[config.mk]
export PLATFORM = sky130hd
export DESIGN_NAME = scale_fifo
export DESIGN_NICKNAME = d
export VERILOG_FILES = /design/src/rtl/dequant_pkg.sv /design/src/rtl/scale_fifo.sv
export VERILOG_INCLUDE_DIRS = /design/src /design/src/rtl
export SDC_FILE = /design/constraint.sdc
export NUM_CORES = 1
export LEC_CHECK = 0
export ABC_AREA = 1
export BUFFER_PORTS_ARGS = -buffer_cell sky130_fd_sc_hd__buf_2
export CORE_MARGIN = 1.5
export CORE_UTILIZATION = 52
export CTS_CLUSTER_DIAMETER = 120
export CTS_CLUSTER_SIZE = 8
export DETAILED_ROUTE_END_ITERATION = 10
export GPL_ROUTABILITY_DRIVEN = 0
export PLACE_DENSITY = 0.79
export SLEW_MARGIN = 5
export SYNTH_ARGS = -nofsm -noshare
export SYNTH_HDL_FRONTEND = slang
export SYNTH_SLANG_ARGS = --single-unit
[constraint.sdc]
create_clock -name clk -period 8.58 [get_ports clk]
set_clock_uncertainty 0.05 [all_clocks]
set_input_delay 1.716 -clock clk [delete_from_list [all_inputs] [get_ports clk]]
set_output_delay 1.716 -clock clk [all_outputs]
set_load 0.02 [all_outputs]
[src/rtl/dequant_settings.svh]
/* sizes shared by the dequantizer RTL and testbench.
   DQ_NUM_ROW must be a power of two and DQ_SCALE_DEPTH at least 2. */
`ifndef DEQUANT_SETTINGS_SVH
`define DEQUANT_SETTINGS_SVH

// lanes per row.
`define DQ_NUM_COL 4

// rows per matrix; the row index is log2 of this wide.
`define DQ_NUM_ROW 8

// signed accumulator width.
`define DQ_ACC_W 32

// scale rows buffered ahead of the accumulators.
`define DQ_SCALE_DEPTH 2

`endif

[src/rtl/dequant_pkg.sv]
/* FP32 and row types of the dequantizer.
   Only normal FP32 numbers are described; no denormal, infinity or NaN encodings. */
`default_nettype none

`include "dequant_settings.svh"

package dequant_pkg;

    typedef struct packed {
        logic        sign;
        logic [7:0]  exp;     // biased by 127.
        logic [22:0] frac;
    } fp32_t;

    typedef union packed {
        logic [31:0] raw;
        fp32_t       f;
    } fp_word_u;

    // per-column scale with the mantissa stored without the hidden one.
    typedef struct packed {
        logic [7:0]  exp;
        logic [22:0] mant;
    } scale_t;

    typedef struct packed {
        logic [`DQ_NUM_COL-1:0][`DQ_ACC_W-1:0] acc;    // two's complement.
    } quant_row_t;

    typedef struct packed {
        scale_t [`DQ_NUM_COL-1:0] col;
    } scale_row_t;

    typedef struct packed {
        fp_word_u [`DQ_NUM_COL-1:0] col;
    } float_row_t;

    typedef logic [$clog2(`DQ_NUM_ROW)-1:0] row_idx_t;

endpackage

`default_nettype wire

[src/rtl/scale_fifo.sv]
/* circular buffer of scale rows; push is refused when full even if a pop is underway.
   Data is valid one edge after the push. */
`default_nettype none

`include "dequant_settings.svh"

module scale_fifo
    import dequant_pkg::*;
(
    input  wire             clk,
    input  wire             rstnn,

    input  wire             push_valid_i,
    output logic            push_ready_o,
    input  wire scale_row_t push_row_i,

    output logic            pop_valid_o,
    input  wire             pop_ready_i,
    output scale_row_t      pop_row_o
);

    localparam int DEPTH = `DQ_SCALE_DEPTH;
    localparam int PTR_W = $clog2(DEPTH);
    localparam int CNT_W = $clog2(DEPTH + 1);

    scale_row_t       mem [DEPTH];
    logic [PTR_W-1:0] wr_ptr;
    logic [PTR_W-1:0] rd_ptr;
    logic [CNT_W-1:0] count;
    logic             do_push;
    logic             do_pop;

    function automatic logic [PTR_W-1:0] next_ptr(input logic [PTR_W-1:0] ptr);
        return (ptr == PTR_W'(DEPTH - 1)) ? '0 : ptr + 1'b1;
    endfunction

    assign push_ready_o = (count != CNT_W'(DEPTH));
    assign pop_valid_o  = (count != '0);
    assign do_push      = push_valid_i && push_ready_o;
    assign do_pop       = pop_ready_i && pop_valid_o;
    assign pop_row_o    = mem[rd_ptr];

    always_ff @(posedge clk or negedge rstnn) begin
        if (!rstnn) begin
            wr_ptr <= '0;
            rd_ptr <= '0;
            count  <= '0;
        end else begin
            if (do_push) begin
                wr_ptr <= next_ptr(wr_ptr);
            end
            if (do_pop) begin
                rd_ptr <= next_ptr(rd_ptr);
            end
            case ({do_push, do_pop})
                2'b10:   count <= count + 1'b1;
                2'b01:   count <= count - 1'b1;
                default: count <= count;      // none or both.
            endcase
        end
    end

    always_ff @(posedge clk) begin
        if (do_push) begin
            mem[wr_ptr] <= push_row_i;
        end
    end

endmodule

`default_nettype wire

Word level (Yosys, flattened, before mapping)
Memories as Yosys holds them, arrays and structs flattened.
Cells that the tools add are included.
{"block": "totals", "ff_bits": 4, "latch_bits": 0, "ramBits": 248, "rom_bits": 0, "in_bits": 128, "out_inout_bits": 126, "elab_cells": 20, "n_memories": 1}
{"block": "classes", "n_addsub": 4, "n_mul": 0, "div_mod_pow": 0, "order_cmp": 0, "eq_ne": 3, "shifts": 0, "muxes": 5, "bitwise": 0, "n_reduce_logical": 4}
{"name": "mem", "words": 2, "width": 124, "read_ports": 1, "rd_ports_with_merged_regs": 0, "wr": 1, "line_no": "scale_fifo.sv:26", "source": "scale_row_t mem [DEPTH];"}
{"operator": "two-way mux 1 bit", "count": 4}
{"operator": "one-hot mux 2 bit (2 select lines)", "count": 1}
{"operator": "nonzero test 2 bit", "count": 2}
{"operator": "adder 1 bit (second input constant)", "count": 2}
{"operator": "adder 2 x 1 -> 2 bit (second input constant)", "count": 1}
{"operator": "== test 2 x 1 -> 1 bit (second input constant)", "count": 1}
{"operator": "== test 2 bit (second input constant)", "count": 1}
{"operator": "logical AND 1 bit", "count": 2}
{"operator": "inequality test 2 bit (second input constant)", "count": 1}
{"operator": "subtractor 2 x 1 -> 2 bit (second input constant)", "count": 1}

Logic depth before layout (Yosys ltp)
Gate-level depths: netlist of run 1.
{"block": "logic_depth", "word_depth": 4, "mapped_depth": 10}

Least setup slack after synthesis of run 1
No wires, ideal clock.
{"block": "synth_path", "kind": "input-to-reg", "startpoint": "input push_valid_i", "endpoint": "memory mem[1][0] in the netlist's numbering, enable pin", "arrival_time_ps": 6992, "slack_ps": 927, "cell_stages": 2, "path_buffers": 0, "path_cell_list": "nand2_1 > nor2_1"}
{"block": "synth_via", "elab_chain_len": 3}
{"item": "start, declared", "line_no": "scale_fifo.sv:13", "source": "input wire push_valid_i,"}
{"item": "logical AND 1 bit", "line_no": "scale_fifo.sv:39", "source": "assign do_push = push_valid_i && push_ready_o;"}
{"item": "two-way mux 1 bit", "line_no": "scale_fifo.sv:64", "source": "if (do_push) begin"}
{"item": "two-way mux 1 bit (implied by the code)", "line_no": "scale_fifo.sv:65", "source": "mem[wr_ptr] <= push_row_i;"}
{"item": "end, declared", "line_no": "scale_fifo.sv:26"}
Every way passes these cells.

==> results.yml, run 1 <==
status:
  status: "finished clean"
yosys:
  synth_cell_type_count: 14
  yosys_warnings: 0
  netlist_instances: 677
  synth_fp_nets: 806
  syn-cell-area_sq_mm: 0.00925
  ys_seq_area_share_pct: 81.6
  ys_seq_elements: 252
  syn_area_per_cell_sq_um: 13.7
clocking:
  clkSinkCount: 252
  ctsHoldBuffers: 0
  clkTransAtPathRegs_ps: 50
  cts_tree: "done"
  clk_path_buf_depth: 3
  clock_latency_ps: 490
  cts_setup_buffers: 0
  cts-resized-gates: 0
  cts-root-buf: "clkbuf_16"
  cts_made_buffers: 37
  cts-htree-levels: 2
floorplanning:
  die_h_um: 136
  dieArea_sq_mm: 0.0186
  die_w_um: 136
  ios: 254
  fp.coreArea_sq_mm: 0.0174
  rows: 48
  start_util_pct: 53.3
global_route:
  grt-ovfl-total: 0
  grt_first_pass_wirelength_um: 27800
  antenna_found_initial: 0
  gr-usage-all-layers_pct: 19.8
  grt_max_degree: 83
  grt_pass1_vias: 5777
timing:
  slew_headroom_pct: 25.1
  hold_viol: 0
  rsz0062_at_grt: "false"
  worst_slack_ps: 3780
  setup_viol: 0
  report.final.slew_viol_count: 0
  period_needed_ps: 4800
  tightest_slew_ps: 1120
  finalSetupTns_ps: 0
  max_freq_mhz: 208
  fin_crit_sh_pct: 55.9
pwr:
  power-per-cell-area_mw_per_mm2: 385
  leakagePower_nw: 5.10
  max-vdd-ir-drop_mv: 0.332
critical_path:
  cp.arrival_ps: 3030
  end_kind: "output pin"
  rr_worst_depth: 4
  reg2reg_to: "rd_ptr"
  start_kind: "register"
  worstPathRequired_ps: 6810
  critPathMaxFanout: 67
  rr_startpoint: "rd_ptr"
  r2r_slack_ps: 6160
  critPathKind: "reg -> out"
drt:
  antenna_left: 0
  drt-total-wl_um: 18700
  drt_first_pass_iters: 6
  vias: 5840
  vias_per_cell: 4.91
  drc: 0
  drt_iter0_markers: 374
  post_drt_wl_per_cell_um: 15.7
finish:
  syn2layout_area_growth_pct: 26.9
  diodes: 0
  nets: 1077
  layout_common_cells: "382 x nand2_1, 253 x buf_2, 248 x edfxtp_1"
  drive_above_1_share_pct: 31.5
  final_common_cell: "nand2_1"
flow_run:
  drv_cap: 0
place:
  io_buffers: 253
  dpl.hpwl_um: 11200
  pre_cts_ws_ps: 4260
hold_path:
  hold_depth: 1
  min_to: "count[0]"
  hold_start: "count[0]"
  hp-class: "reg -> reg"
[report_power, final]
group | total, W | switching (W) | leakage (nW) | internal, W
logic | 0.00141 | 0.00103 | 2.23 | 0.000385
clock network | 0.00131 | 0.000466 | 0.516 | 0.000848
registers | 0.00180 | 0.000108 | 2.35 | 0.00169
[worst max-delay path by stage]
stage                    end  slack, ps          from
2_1_floorplan      mem[1][0]        930  push_valid_i
3_3_place_gp   pop_row_o[70]       4300        rd_ptr
3_5_place_dp   pop_row_o[61]       4260        rd_ptr
4_1_cts        pop_row_o[79]       3720        rd_ptr
5_1_grt        pop_row_o[79]       3590        rd_ptr
6_report       pop_row_o[79]       3780        rd_ptr
[per-stage QoR]
| stage | hold slack (ps) | area, sq um | power, W | utilization [%] | cells |
|---|---|---|---|---|---|
| after detailed placement | 442 | 10700 | 0.00324 | 61.5 | 1134 |
| after global placement | 434 | 10700 | 0.00322 | 61.5 | 1134 |
| after global routing | 478 | 11700 | 0.00477 | 67.7 | 1189 |
| after CTS | 448 | 11700 | 0.00458 | 67.7 | 1189 |
| final | 445 | 11700 | 0.00452 | 67.7 | 1189 |
| after floorplan | 412 | 9250 | 0.00281 | - | 677 |
[cells in the mapped netlist]
library cell / n / share of area [%]
a21oi_1: 1 / 0.054
buf_2: 14 / 0.76
buf_4: 7 / 0.57
buf_6: 6 / 0.73
dfrtp_1: 4 / 1.1
edfxtp_1: 248 / 80
ha_1: 1 / 0.14
inv_1: 6 / 0.24
inv_4: 1 / 0.068
nand2_1: 382 / 15
nand3_1: 2 / 0.11
nand4_1: 1 / 0.068
nor2_1: 3 / 0.12
xnor2_1: 1 / 0.095
[logic make-up (layout without fill, tap and decap cells)]
group | Yosys count | count (layout) | synth area share [%]
xor+xnor | 1 | 1 | 0.0947
compound gates | 1 | 1 | 0.0540
fa+ha+maj | 1 | 1 | 0.135
flops | 252 | 252 | 81.6
buf+inv | 34 | 321 | 2.37
simple gates | 388 | 388 | 15.8
[layer usage]
metal | vias up | track usage [%] | wire (um)
met5 | - | 0 | 0
met4 | 0 | 7.98 | 448
met3 | 37 | 7.53 | 1780
met2 | 249 | 33.6 | 9340
met1 | 2728 | 22.5 | 7120
li1 | 2826 | - | -
[state kept, by name, indices dropped and copies added, names as in the netlist]
signal,count
mem,248
count,2
rd_ptr,1
wr_ptr,1
[cell type report]
| type | instances | area [sq um] |
|---|---|---|
| Sequential cell | 252 | 7550 |
| Fill cell | 1251 | 5610 |
| Multi-Input combinational cell | 391 | 1500 |
| Timing Repair Buffer | 259 | 1310 |
| Clock buffer | 53 | 1030 |
| Tap cell | 225 | 282 |
| Clock inverter | 2 | 38.8 |
| Inverter | 7 | 28.8 |
[worst max-delay path, cell delays in order, from the launching register on]
cell	delay, ps
dfrtp_4	750
inv_4	570
buf_4	670
nand2_1	160
nand2_1	130
buf_2	170
No activity file was read; power rests on OpenSTA's default activity.
==> run 2, diff against run 1 <==
--- a/config.mk
+++ b/config.mk
@@ -6,15 +6,15 @@
 export SDC_FILE = /design/constraint.sdc
 export NUM_CORES = 1
 export LEC_CHECK = 0
-export ABC_AREA = 1
+export ABC_AREA = 0
 export BUFFER_PORTS_ARGS = -buffer_cell sky130_fd_sc_hd__buf_2
 export CORE_MARGIN = 1.5
-export CORE_UTILIZATION = 52
+export CORE_UTILIZATION = 47
 export CTS_CLUSTER_DIAMETER = 120
 export CTS_CLUSTER_SIZE = 8
 export DETAILED_ROUTE_END_ITERATION = 10
 export GPL_ROUTABILITY_DRIVEN = 0
-export PLACE_DENSITY = 0.79
+export PLACE_DENSITY = 0.76
 export SLEW_MARGIN = 5
 export SYNTH_ARGS = -nofsm -noshare
 export SYNTH_HDL_FRONTEND = slang
==> constraint.sdc (replaced) <==
create_clock -name clk -period 4.4 [get_ports clk]
set_clock_uncertainty 0.05 [all_clocks]
set_input_delay 0.88 -clock clk [delete_from_list [all_inputs] [get_ports clk]]
set_output_delay 0.88 -clock clk [all_outputs]
set_load 0.02 [all_outputs]
==> results.yml, run 2 <==
drt:
  drc: 0
  vias: 4704
  vias_per_cell: 4.92
  drt_iter0_markers: 171
  drt-total-wl_um: 16800
  antenna_left: 0
  drt_first_pass_iters: 4
  post_drt_wl_per_cell_um: 17.6
status:
  status: "finished clean"
yosys:
  syn-cell-area_sq_mm: 0.00934
  ys_seq_area_share_pct: 80.8
  netlist_instances: 403
  synth_top_cell_by_area: "edfxtp_1"
  synth.most_common_cell: "edfxtp_1"
  ys_top_cells_by_count: "248 x edfxtp_1, 74 x mux2_2, 50 x mux2_4, 7 x buf_2, 7 x buf_6"
  ys.flop_type: "edfxtp_1"
  yosys_warnings: 0
  syn_area_per_cell_sq_um: 23.2
  synth_cell_type_count: 15
  postSynth.asyncResetShare_pct: 1.59
  synth_area_leaders: "edfxtp_1 80%, mux2_2 8.9%, mux2_4 8.0%"
  ys_seq_elements: 252
  yosysTopAreaCellShare_pct: 79.8
  synth_edf_count: 248
  synth_fp_nets: 532
global_route:
  antenna_found_initial: 1
  grt_max_degree: 74
  grt.met3_usage_pct: 5.76
  grtUsageMet1_pct: 18.3
  grt_util_met2_pct: 26.4
  grt_first_pass_wirelength_um: 24800
  grt-ovfl-total: 0
  grt_busiest_layer: "met2"
  gr-usage-all-layers_pct: 15.7
  grt_pass1_vias: 5000
floorplanning:
  dieArea_sq_mm: 0.0207
  ios: 254
  die_w_um: 144
  rows: 51
  start_util_pct: 48.0
  die_h_um: 144
  fp.coreArea_sq_mm: 0.0195
clocking:
  clk_path_buf_depth: 3
  cts-root-buf: "clkbuf_16"
  clock_latency_ps: 480
  cts-resized-gates: 0
  clkSinkCount: 252
  cts_made_buffers: 37
  cts_tree: "done"
  cts-htree-levels: 2
  cts_setup_buffers: 0
  clkTransAtPathRegs_ps: 50
  ctsHoldBuffers: 0
timing:
  hold_viol: 0
  rsz0062_at_grt: "false"
  setup_viol: 0
  finalSetupTns_ps: 0
  tightest_slew_ps: 898
  max_freq_mhz: 323
  worst_slack_ps: 1310
  report.final.slew_viol_count: 0
  slew_headroom_pct: 40.1
  fin_crit_sh_pct: 70.3
  period_needed_ps: 3090
finish:
  layout_common_cells: "253 x buf_2, 248 x edfxtp_1, 74 x mux2_2"
  final_common_cell: "buf_2"
  nets: 816
  largest_reg_flops: 248
  diodes: 0
  syn2layout_area_growth_pct: 27.3
  finalInstanceArea_sq_mm: 0.0119
  top_regs: "mem x248, count x2"
  top_register: "mem"
  fin_cells: 957
  drive_above_1_share_pct: 61.4
pwr:
  max-vdd-ir-drop_mv: 0.570
  power-per-cell-area_mw_per_mm2: 723
  leakagePower_nw: 4.60
critical_path:
  worstPathRequired_ps: 3470
  rr_worst_depth: 3
  start_kind: "register"
  end_kind: "output pin"
  critPathMaxFanout: 52
  critPathKind: "reg -> out"
  cp.arrival_ps: 2160
place:
  io_buffers: 253
  pre_cts_ws_ps: 1790
  dpl.hpwl_um: 11200
  place_area_sq_mm: 0.0109
  place_inst: 913
flow_run:
  drv_cap: 0
hold_path:
  hp-class: "in -> async"
run 2: cell types whose count changed after synthesis, sizes merged, moves of 2 or more:
cell / delta
buf: -13
inv: -7
mux2: +124
nand2: -381
nand3: -2
xnor2: +2
xor2: +2
run 2: path summary, 6_finish.rpt:
check                                end  startpoint  slack, ps
max reg2reg                   mem[1][71]    count[0]       2310
max                        pop_row_o[27]      rd_ptr       1310
max in group asynchronous         rd_ptr       rstnn       4010
min                               wr_ptr       rstnn        150
min reg2reg                     count[1]    count[1]        450
min in group clk                count[1]    count[1]        450
run 2: where the power goes:
group          switching [W]  internal [W]  total [W]
Sequential          0.000130       0.00330    0.00343
Clock               0.000854       0.00154    0.00240
Combinational        0.00163       0.00113    0.00277
run 2: logic make-up (layout without fill, tap and decap cells):
logic type    after synthesis  after routing  share of synthesized area [%]
xor+xnor                    5              5                          0.469
fa+ha+maj                   1              1                          0.134
buf+inv                    14            303                           1.22
flops                     252            252                           80.8
mux                       124            124                           17.0
simple gates                7              7                          0.389
run 2: critical path, cell delays in order (launching register included):
cell,delay (ps)
dfrtp_4,420
buf_4,630
mux2_2,420
buf_2,160
run 2: area by class of cell:
type | instances | area [sq um]
Fill cell | 1404 | 7580
Sequential cell | 252 | 7550
Multi-Input combinational cell | 137 | 1690
Timing Repair Buffer | 259 | 1340
Clock buffer | 43 | 948
Tap cell | 265 | 332
Clock inverter | 1 | 30.0
run 2: stage by stage:
| step | total power (W) | util [%] | hold slack, ps |
|---|---|---|---|
| final | 0.00859 | 61.1 | 150 |
| after detailed placement | 0.00627 | 56.0 | 435 |
| after floorplan | 0.00551 | - | 406 |
| after global routing | 0.00898 | 61.1 | 132 |
| after global placement | 0.00620 | 56.0 | 421 |
| after CTS | 0.00870 | 61.1 | 128 |
run 2: per-layer routing:
| metal | vias up | wire length, um |
|---|---|---|
| li1 | 2159 | - |
| met1 | 2300 | 6310 |
| met2 | 199 | 8550 |
| met3 | 46 | 1420 |
| met4 | 0 | 518 |
| met5 | - | 0 |
